$ cat config.mk
export PLATFORM = sky130hd
export DESIGN_NAME = interp_top
export DESIGN_NICKNAME = d
export VERILOG_FILES = /design/src/hw/interp_pkg.sv /design/src/hw/phase_tracker.sv /design/src/hw/sample_history.sv /design/src/hw/interp_mac.sv /design/src/hw/interp_top.sv
export SDC_FILE = /design/constraint.sdc
export NUM_CORES = 2
export LEC_CHECK = 0
export BUFFER_PORTS_ARGS = -buffer_cell sky130_fd_sc_hd__buf_4
export CAP_MARGIN = 10
export CORE_MARGIN = 3
export CORE_UTILIZATION = 40
export CTS_CLUSTER_DIAMETER = 150
export DETAILED_ROUTE_END_ITERATION = 10
export PLACE_DENSITY_LB_ADDON = 0.12
export SYNTH_ARGS = -nofsm -noshare
export SYNTH_HDL_FRONTEND = slang
export SYNTH_HIERARCHICAL = 1
export SYNTH_SLANG_ARGS = --single-unit
$ cat constraint.sdc
create_clock -name clk -period 9.3 [get_ports clk]
set_input_delay 0.465 -clock clk [delete_from_list [all_inputs] [get_ports clk]]
set_output_delay 0.465 -clock clk [all_outputs]
set_load 0.05 [all_outputs]
$ cat src/hw/interp_pkg.sv
`default_nettype none

package interp_pkg;

    ////////////////////////////////////////
    // widths

    localparam int SAMPLE_W = 24;   // one input channel, two's complement
    localparam int COEF_W   = 10;   // one weight, unsigned
    localparam int ACC_W    = 34;   // one output channel, signed, no rounding

    ////////////////////////////////////////
    // output rate

    // clocks per output frame
    localparam int OUT_PERIOD = 512;
    localparam int DIV_W      = $clog2(OUT_PERIOD);   // divider width, 9 bits

    // largest weight, also the sum of both weights
    localparam logic [COEF_W-1:0] PHASE_MAX = COEF_W'(OUT_PERIOD - 1);

    ////////////////////////////////////////
    // frame and weight types

    // one stereo input frame, 48 bits
    typedef struct packed {
        logic signed [SAMPLE_W-1:0] left;
        logic signed [SAMPLE_W-1:0] right;
    } stereo_t;

    // history snapshot, older frame in the upper half
    typedef struct packed {
        stereo_t older;
        stereo_t newer;
    } pair_t;

    // weight pair, w_old + w_new == PHASE_MAX
    typedef struct packed {
        logic [COEF_W-1:0] w_old;   // weight of older frame
        logic [COEF_W-1:0] w_new;   // weight of newer frame
    } coef_t;

    // one stereo output frame, 68 bits
    typedef struct packed {
        logic signed [ACC_W-1:0] left;
        logic signed [ACC_W-1:0] right;
    } wide_stereo_t;

endpackage

`default_nettype wire

$ cat src/hw/phase_tracker.sv
`timescale 1ns/100ps
`default_nettype none

module phase_tracker (
    input  logic              clk,
    input  logic              rst,
    input  logic              run,
    input  logic              in_strobe,     // new input frame this cycle
    output logic              tick,          // output frame due
    output interp_pkg::coef_t coef,          // weights for the datapath
    output logic              coef_valid     // one cycle after tick
);

    logic [interp_pkg::DIV_W-1:0]  div_cnt;  // clocks into current output period
    logic [interp_pkg::COEF_W-1:0] phase;    // clocks since newest input
    logic [interp_pkg::COEF_W-1:0] w_new;    // phase seen by a tick this cycle

    ////////////////////////////////////////
    // output tick divider

    // counts only with run high, restarts from zero when run drops
    always_ff @(posedge clk) begin
        if (rst || !run) begin
            div_cnt <= '0;
        end else begin
            div_cnt <= div_cnt + 1'b1;       // wraps after OUT_PERIOD clocks
        end
    end

    // last clock of the period, 512th clock with run high
    assign tick = run && (&div_cnt);

    ////////////////////////////////////////
    // input phase counter

    // cleared by each strobe, sticks at PHASE_MAX on long gaps
    always_ff @(posedge clk) begin
        if (rst) begin
            phase <= '0;
        end else if (in_strobe) begin
            phase <= '0;
        end else if (phase != interp_pkg::PHASE_MAX) begin
            phase <= phase + 1'b1;
        end
    end

    // strobe wins over tick
    // coincident strobe means the newest frame is brand new, phase 0
    assign w_new = in_strobe ? '0 : phase;

    ////////////////////////////////////////
    // weight register

    always_ff @(posedge clk) begin
        if (rst) begin
            coef_valid <= 1'b0;
            coef.w_old <= interp_pkg::PHASE_MAX;   // all weight on older, sum holds
            coef.w_new <= '0;
        end else begin
            coef_valid <= tick;                    // single-cycle pulse
            if (tick) begin
                coef.w_new <= w_new;
                coef.w_old <= interp_pkg::PHASE_MAX - w_new;   // never negative
            end
        end
    end

endmodule

`default_nettype wire

$ cat src/hw/sample_history.sv
`timescale 1ns/100ps
`default_nettype none

module sample_history (
    input  logic                clk,
    input  logic                rst,
    input  logic                in_strobe,   // shift in a frame
    input  interp_pkg::stereo_t in_frame,    // valid with in_strobe
    input  logic                tick,        // take a snapshot
    output interp_pkg::pair_t   pair         // stable from the cycle after tick
);

    interp_pkg::pair_t hist;        // live two-deep history
    interp_pkg::pair_t hist_next;   // history after this cycle's strobe

    ////////////////////////////////////////
    // shift pair

    // newer moves down to older, in_frame becomes newer
    always_comb begin
        hist_next = hist;
        if (in_strobe) begin
            hist_next.older = hist.newer;
            hist_next.newer = in_frame;
        end
    end

    // history starts as silence on both taps
    always_ff @(posedge clk) begin
        if (rst) begin
            hist <= '0;
        end else begin
            hist <= hist_next;
        end
    end

    ////////////////////////////////////////
    // snapshot

    // taken from hist_next so a strobe in the tick cycle is already in
    // later strobes leave the snapshot alone until the next tick
    always_ff @(posedge clk) begin
        if (tick) begin
            pair <= hist_next;
        end
    end

endmodule

`default_nettype wire

$ cat src/hw/interp_mac.sv
`timescale 1ns/100ps
`default_nettype none

module interp_mac (
    input  logic                     clk,
    input  logic                     rst,
    input  interp_pkg::coef_t        coef,         // weights, valid with coef_valid
    input  logic                     coef_valid,
    input  interp_pkg::pair_t        pair,         // older and newer frames
    output logic                     out_valid,    // two cycles after coef_valid
    output interp_pkg::wide_stereo_t out_frame     // held until next result
);

    // stage one, weighted taps per channel
    interp_pkg::wide_stereo_t prod_old;   // older * w_old
    interp_pkg::wide_stereo_t prod_new;   // newer * w_new
    logic                     s1_valid;

    ////////////////////////////////////////
    // signed sample times unsigned weight

    function automatic logic signed [interp_pkg::ACC_W-1:0] weigh(
        input logic signed [interp_pkg::SAMPLE_W-1:0] sample,
        input logic        [interp_pkg::COEF_W-1:0]   weight
    );
        logic signed [interp_pkg::COEF_W:0]                      weight_s;
        logic signed [interp_pkg::SAMPLE_W+interp_pkg::COEF_W:0] full;
        weight_s = $signed({1'b0, weight});   // zero-extend, stays positive
        full     = sample * weight_s;
        // 24 x 10 bit product fits in ACC_W, top bit is only sign copy
        return full[interp_pkg::ACC_W-1:0];
    endfunction

    ////////////////////////////////////////
    // stage one, four products

    always_ff @(posedge clk) begin
        if (rst) begin
            s1_valid <= 1'b0;
        end else begin
            s1_valid <= coef_valid;
        end
    end

    // products load only with a fresh weight pair
    always_ff @(posedge clk) begin
        if (coef_valid) begin
            prod_old.left  <= weigh(pair.older.left,  coef.w_old);
            prod_old.right <= weigh(pair.older.right, coef.w_old);
            prod_new.left  <= weigh(pair.newer.left,  coef.w_new);
            prod_new.right <= weigh(pair.newer.right, coef.w_new);
        end
    end

    ////////////////////////////////////////
    // stage two, per-channel sum

    // weights sum to 511, so |sum| <= 2^23 * 511, no overflow in ACC_W
    always_ff @(posedge clk) begin
        if (rst) begin
            out_valid <= 1'b0;
            out_frame <= '0;
        end else begin
            out_valid <= s1_valid;                            // one-cycle pulse
            if (s1_valid) begin
                out_frame.left  <= prod_old.left  + prod_new.left;
                out_frame.right <= prod_old.right + prod_new.right;
            end
        end
    end

endmodule

`default_nettype wire

$ cat src/hw/interp_top.sv
`timescale 1ns/100ps
`default_nettype none

module interp_top (
    input  logic                     clk,
    input  logic                     rst,
    input  logic                     run,         // enables the output rate
    input  logic                     in_strobe,   // input frame strobe
    input  interp_pkg::stereo_t      in_frame,
    output logic                     out_valid,   // 3 cycles after internal tick
    output interp_pkg::wide_stereo_t out_frame
);

    logic              tick;         // output period end
    interp_pkg::coef_t coef;         // weight pair
    logic              coef_valid;   // weights and pair ready
    interp_pkg::pair_t pair;         // history snapshot

    ////////////////////////////////////////
    // rate and weights

    phase_tracker i_phase_tracker (
        .clk        (clk),
        .rst        (rst),
        .run        (run),
        .in_strobe  (in_strobe),
        .tick       (tick),
        .coef       (coef),
        .coef_valid (coef_valid)
    );

    ////////////////////////////////////////
    // input frames

    sample_history i_sample_history (
        .clk        (clk),
        .rst        (rst),
        .in_strobe  (in_strobe),
        .in_frame   (in_frame),
        .tick       (tick),
        .pair       (pair)        // lines up with coef_valid
    );

    ////////////////////////////////////////
    // two-tap datapath

    interp_mac i_interp_mac (
        .clk        (clk),
        .rst        (rst),
        .coef       (coef),
        .coef_valid (coef_valid),
        .pair       (pair),
        .out_valid  (out_valid),
        .out_frame  (out_frame)
    );

endmodule

`default_nettype wire

* Yosys cells after proc, flatten, opt, wreduce, memory -nomap -nowiden *
Index checks and enable logic that the tools add are counted.

operators by class
  $add $sub $neg = 5
  $mul = 4
  equal/unequal tests = 1
  multiplexer cells = 2
  reduce and logical (&&, ||, !) cells = 5

operators by type and width
  operator                                            count
  multiplier 24 x 11 -> 34 bit                        4
  two-way mux 96 bit                                  1
  adder 34 bit                                        2
  adder 10 x 1 -> 10 bit (second input constant)      1
  two-way mux 10 bit                                  1
  != test 10 x 9 -> 1 bit (second input constant)     1
  subtractor 9 x 10 -> 10 bit (first input constant)  1
  adder 9 x 1 -> 9 bit (second input constant)        1
  AND reduction 9 bit                                 1
  OR reduction 2 bit                                  1
  logical AND 1 bit                                   1
  logical NOT 1 bit                                   1
  logical OR 1 bit                                    1

word-level totals
  register bits = 438
  bits of input ports = 52
  output and inout port bits = 69
  word-level logic and storage cells = 38

* Longest topological paths before layout *
  depth in word-level cells = 2
  mapped depth = 25

* By module *
Netlist, hierarchy kept.

by module, submodules not included
  module          times used  cells each  area each (µm²)  seq. area each (µm²)
  interp_mac      1           4,813       43,616.8         5,485.3
  sample_history  1           405         6,760.2          4,804.6
  phase_tracker   1           164         1,602.8          780.7

* Least setup slack after synthesis *
No wires, ideal clock.

  path type = register to register
  from = register, netlist name i_phase_tracker/coef[6]
  to = register i_interp_mac/prod_new[65] (netlist name) (data pin)
  library setup time = 0.267 ns
  data arrival time = 5.803 ns
  data required time = 9.033 ns
  path slack = 3.230 ns
  stages on the path, launching flop included = 23
  path through = dfxtp_1 > clkbuf_1 > clkbuf_1 > nand2_1 > fa_1 > fa_1 > inv_1 > fa_1 > fa_1 > inv_1 > fa_1 > inv_1 > ha_1 > a21oi_1 > o21ai_1 > nor4_1 > o21ai_1 > a41o_1 > a311o_1 > a221o_2 > a2111oi_4 > or4_1 > nand4b_1

on the way
  word-level cells in the longest chain between the ends = 1

ends and longest elaborated chain
  what                          RTL line          source
  multiplier 24 x 11 -> 34 bit  interp_mac.sv:29  full = sample * weight_s;
  to (decl)                     interp_mac.sv:16  interp_pkg::wide_stereo_t prod_new;

Every way passes these cells.
A chain may end at the register's enable or synchronous reset.

* Worst setup path in the final report *
  from = register, netlist name i_phase_tracker/coef[14]
  to = register i_interp_mac/prod_old[67] (netlist name) (data pin)

on the way
  word-level cells in the longest chain between the ends = 1

ends and longest elaborated chain
  what                          RTL line          source
  multiplier 24 x 11 -> 34 bit  interp_mac.sv:29
  to (decl)                     interp_mac.sv:15  interp_pkg::wide_stereo_t prod_old;

Every way passes these cells.

==> impl_metrics.ini <==
[synthesis]
syn-num-nets = 6625
synth_edf_count = 232
yosysWarnings = 6
synth_top_cell_area_share_pct = 31.8
netlist_area_sq_mm = 0.0520
synthArstFlopShare_pct = 0
synth.largest_area_cell = fa_1
synth-simple-area-share_pct = 15.1
yosys.cell_types.count = 87
yosysMostFrequentCell = inv_1
synth-xor-area-share_pct = 3.12
synthCells = 5382
synth_mux_area_share_pct = 3.08
synth_seq_cells = 437
yosys-top-cells-area = fa_1 32%, edfxtp_1 13%, ha_1 8.8%
yosysSeqAreaShare_pct = 21.3
avgSynthCellArea_sq_um = 9.66
synth_compound_area_share_pct = 7.15
synth-adder-area-share_pct = 40.6
synth_top_family_by_area = adder cells
synth_common_cells = 1066 x inv_1, 826 x fa_1, 602 x nand2_1
synth-main-ff-cell = edfxtp_1

[job]
drv_cap = 0

[critical_path]
path_max_fanout = 33
crit_type = reg -> reg
rr_endpoint = i_interp_mac/prod_old[67]
reg2reg_slack_ns = 2.41
critical_path_required_ns = 9.69
cp-end-kind = register
worstSetupStartpointType = register
r2r-start = i_phase_tracker/coef[14]
r2r_cells = 18
cp.arrival_ns = 7.28

[sta]
worst_pin_slew_ns = 1.26
setup_viol = 0
hold_viol = 0
finalMaxSlewViolations = 0
period_needed_ns = 6.89
rsz0062_at_grt = false
max_slew_margin_pct = 15.2
period_share_pct = 74.1
fin_skew_ns = 0.0269
fmax_mhz = 145
fin_setup_tns_ns = 0

[placement]
gp_congestion = 0.841
dpl.hpwl_um = 113000
port_buffers = 120

[worst_hold_path]
hold_path.class = in -> reg
whs_path_depth = 2
hold_path_end = i_sample_history/pair[15]
hp-start = in_frame[15]

[floorplanning]
start_util_pct = 40.5
io_pins = 121
die_h_um = 366
core-area_sq_mm = 0.128
die_w_um = 366
rows = 131
dieArea_sq_mm = 0.134

[clocking]
cts_buffer_depth = 3
root_buffer = clkbuf_16
cts_resized = 0
h-tree-depth = 2
post-cts-setup-buffers = 0
cts_buffers = 56
clk_latency_ns = 0.65
cts_tree = done
clock-sinks = 437
clkTransAtPathRegs_ns = 0.07
hold_buffers = 0

[finish]
utilization_pct = 43.8
fin_nets = 6586
layout-drive-gt1-share_pct = 7.20
syn2layout_area_growth_pct = 8.23

[route]
num_vias = 35600
drc = 0
drtIter0Drc = 2185
dr.pass1.iters = 7
wl_um = 142000
viasPerCell = 5.00
drtAntennaViolNets = 0
routedWlPerCell_um = 19.9

[pwr]
internal_power_uw = 3420
p_per_area_mw_per_mm2 = 78.7
pwr-share-clk_pct = 50.7
p_comb_share_pct = 2.9
p_sw_share_pct = 22.7
p_seq_share_pct = 46.4
leakage_uw = 0.0267
ir_drop_mv = 0.125
p_sw_uw = 1010

[grt]
antenna_found_initial = 9
gr-usage-all-layers_pct = 21.8
grt-ovfl-total = 0
grt_pass1_vias = 37900
grt_max_degree = 128
grt_pass1_wl_um = 225000

[status]
status = complete, no violations
-- cells in the final DEF (no fill, tap or decap), types with 23 or more instances in the layout --
cell type / instances
a31oi_1: 28
fa_1: 826
o21a_1: 29
o21ai_0: 96
dfxtp_1: 189
nor2b_1: 112
nand2b_1: 37
o21bai_1: 24
nand3_1: 37
nor3_1: 23
buf_4: 151
xnor2_1: 140
a21o_1: 73
nor2_1: 148
mux2_4: 40
a211oi_1: 27
and3_1: 32
ha_1: 365
mux2_2: 57
a21oi_1: 163
clkbuf_16: 60
edfxtp_1: 232
mux2i_1: 36
nand2_1: 602
and2_1: 479
xor2_1: 45
inv_1: 1065
-- flip-flops by register name (all words and copies together), names as in the netlist, 9 cells and up --
register                 count
i_interp_mac/prod_old       68
i_sample_history/pair       96
i_phase_tracker/phase       10
i_interp_mac/out_frame      68
i_phase_tracker/coef        19
i_sample_history/hist       96
i_phase_tracker/div_cnt      9
i_interp_mac/prod_new       68
-- stage by stage --
step,instances,power (uW),area [sq um],hold WS (ns),setup WS (ns)
2_1_floorplan,5382,2170,52000,0.418,3.23
3_3_place_gp,7014,2220,54300,0.431,2.58
3_5_place_dp,7014,2220,54300,0.441,2.46
4_1_cts,7120,4510,56200,0.0824,2.44
5_1_grt,7120,4580,56200,0.108,2.10
6_report,7123,4420,56300,0.141,2.41
-- critical path, cell delays in order, from the launching register on --
cell and delay [ns]:
dfxtp_2 0.86, nand2_1 0.15, fa_1 0.50, fa_1 0.51
inv_1 0.05, fa_1 0.48, fa_1 0.49, inv_1 0.05
fa_1 0.48, inv_1 0.04, ha_1 0.34, a2111oi_0 0.44
a211o_1 0.22, a21boi_1 0.11, o32ai_1 0.65, o31ai_1 0.33
a211oi_1 0.46, nor2_1 0.14, a211o_1 0.28
-- power by group through the flow --
stage | Clock (uW) | Combinational, uW | Sequential, uW
6_report | 2240 | 127 | 2050
2_1_floorplan | 0 | 78.2 | 2090
3_5_place_dp | 0 | 129 | 2090
5_1_grt | 2390 | 138 | 2050
4_1_cts | 2330 | 131 | 2050
3_3_place_gp | 0 | 130 | 2090
-- layout make-up --
cell class / instances / area (sq um)
sequential: 437 / 11100
tap: 1729 / 2160
clock buffer: 72 / 1580
fill: 12600 / 72100
multi-input combinational: 3627 / 35900
antenna: 3 / 7.51
inverter: 1066 / 4000
timing repair buffer: 155 / 1200
clock inverter: 34 / 327
-- routing by layer --
metal | GRT usage, % | part of all wire (%) | wire length [um]
met1 | 30.3 | 46 | 64900
met2 | 35.3 | 46 | 64700
met3 | 2.82 | 4.7 | 6720
met4 | 7.01 | 3.7 | 5210
met5 | 0 | 0 | 0
-- kinds of logic (layout without fill, tap and decap cells) --
family | after synthesis | in the layout
simple gates | 1551 | 1551
buf+inv | 1318 | 1327
fa+ha+maj | 1191 | 1191
compound gates | 567 | 567
flops | 437 | 437
xor+xnor | 185 | 185
mux | 133 | 133
other cells | 0 | 3
-- worst max path at each step --
stage / startpoint / endpoint / depth (start not counted)
after floorplan: i_phase_tracker/coef[6] / i_interp_mac/prod_new[65] / 22
after global placement: i_phase_tracker/coef[19] / i_interp_mac/prod_old[32] / 22
after detailed placement: i_phase_tracker/coef[13] / i_interp_mac/prod_old[67] / 18
after CTS: i_phase_tracker/coef[14] / i_interp_mac/prod_old[67] / 18
after global routing: i_phase_tracker/coef[13] / i_interp_mac/prod_old[67] / 18
final: i_phase_tracker/coef[14] / i_interp_mac/prod_old[67] / 18
(Power assumes the default switching activity.)
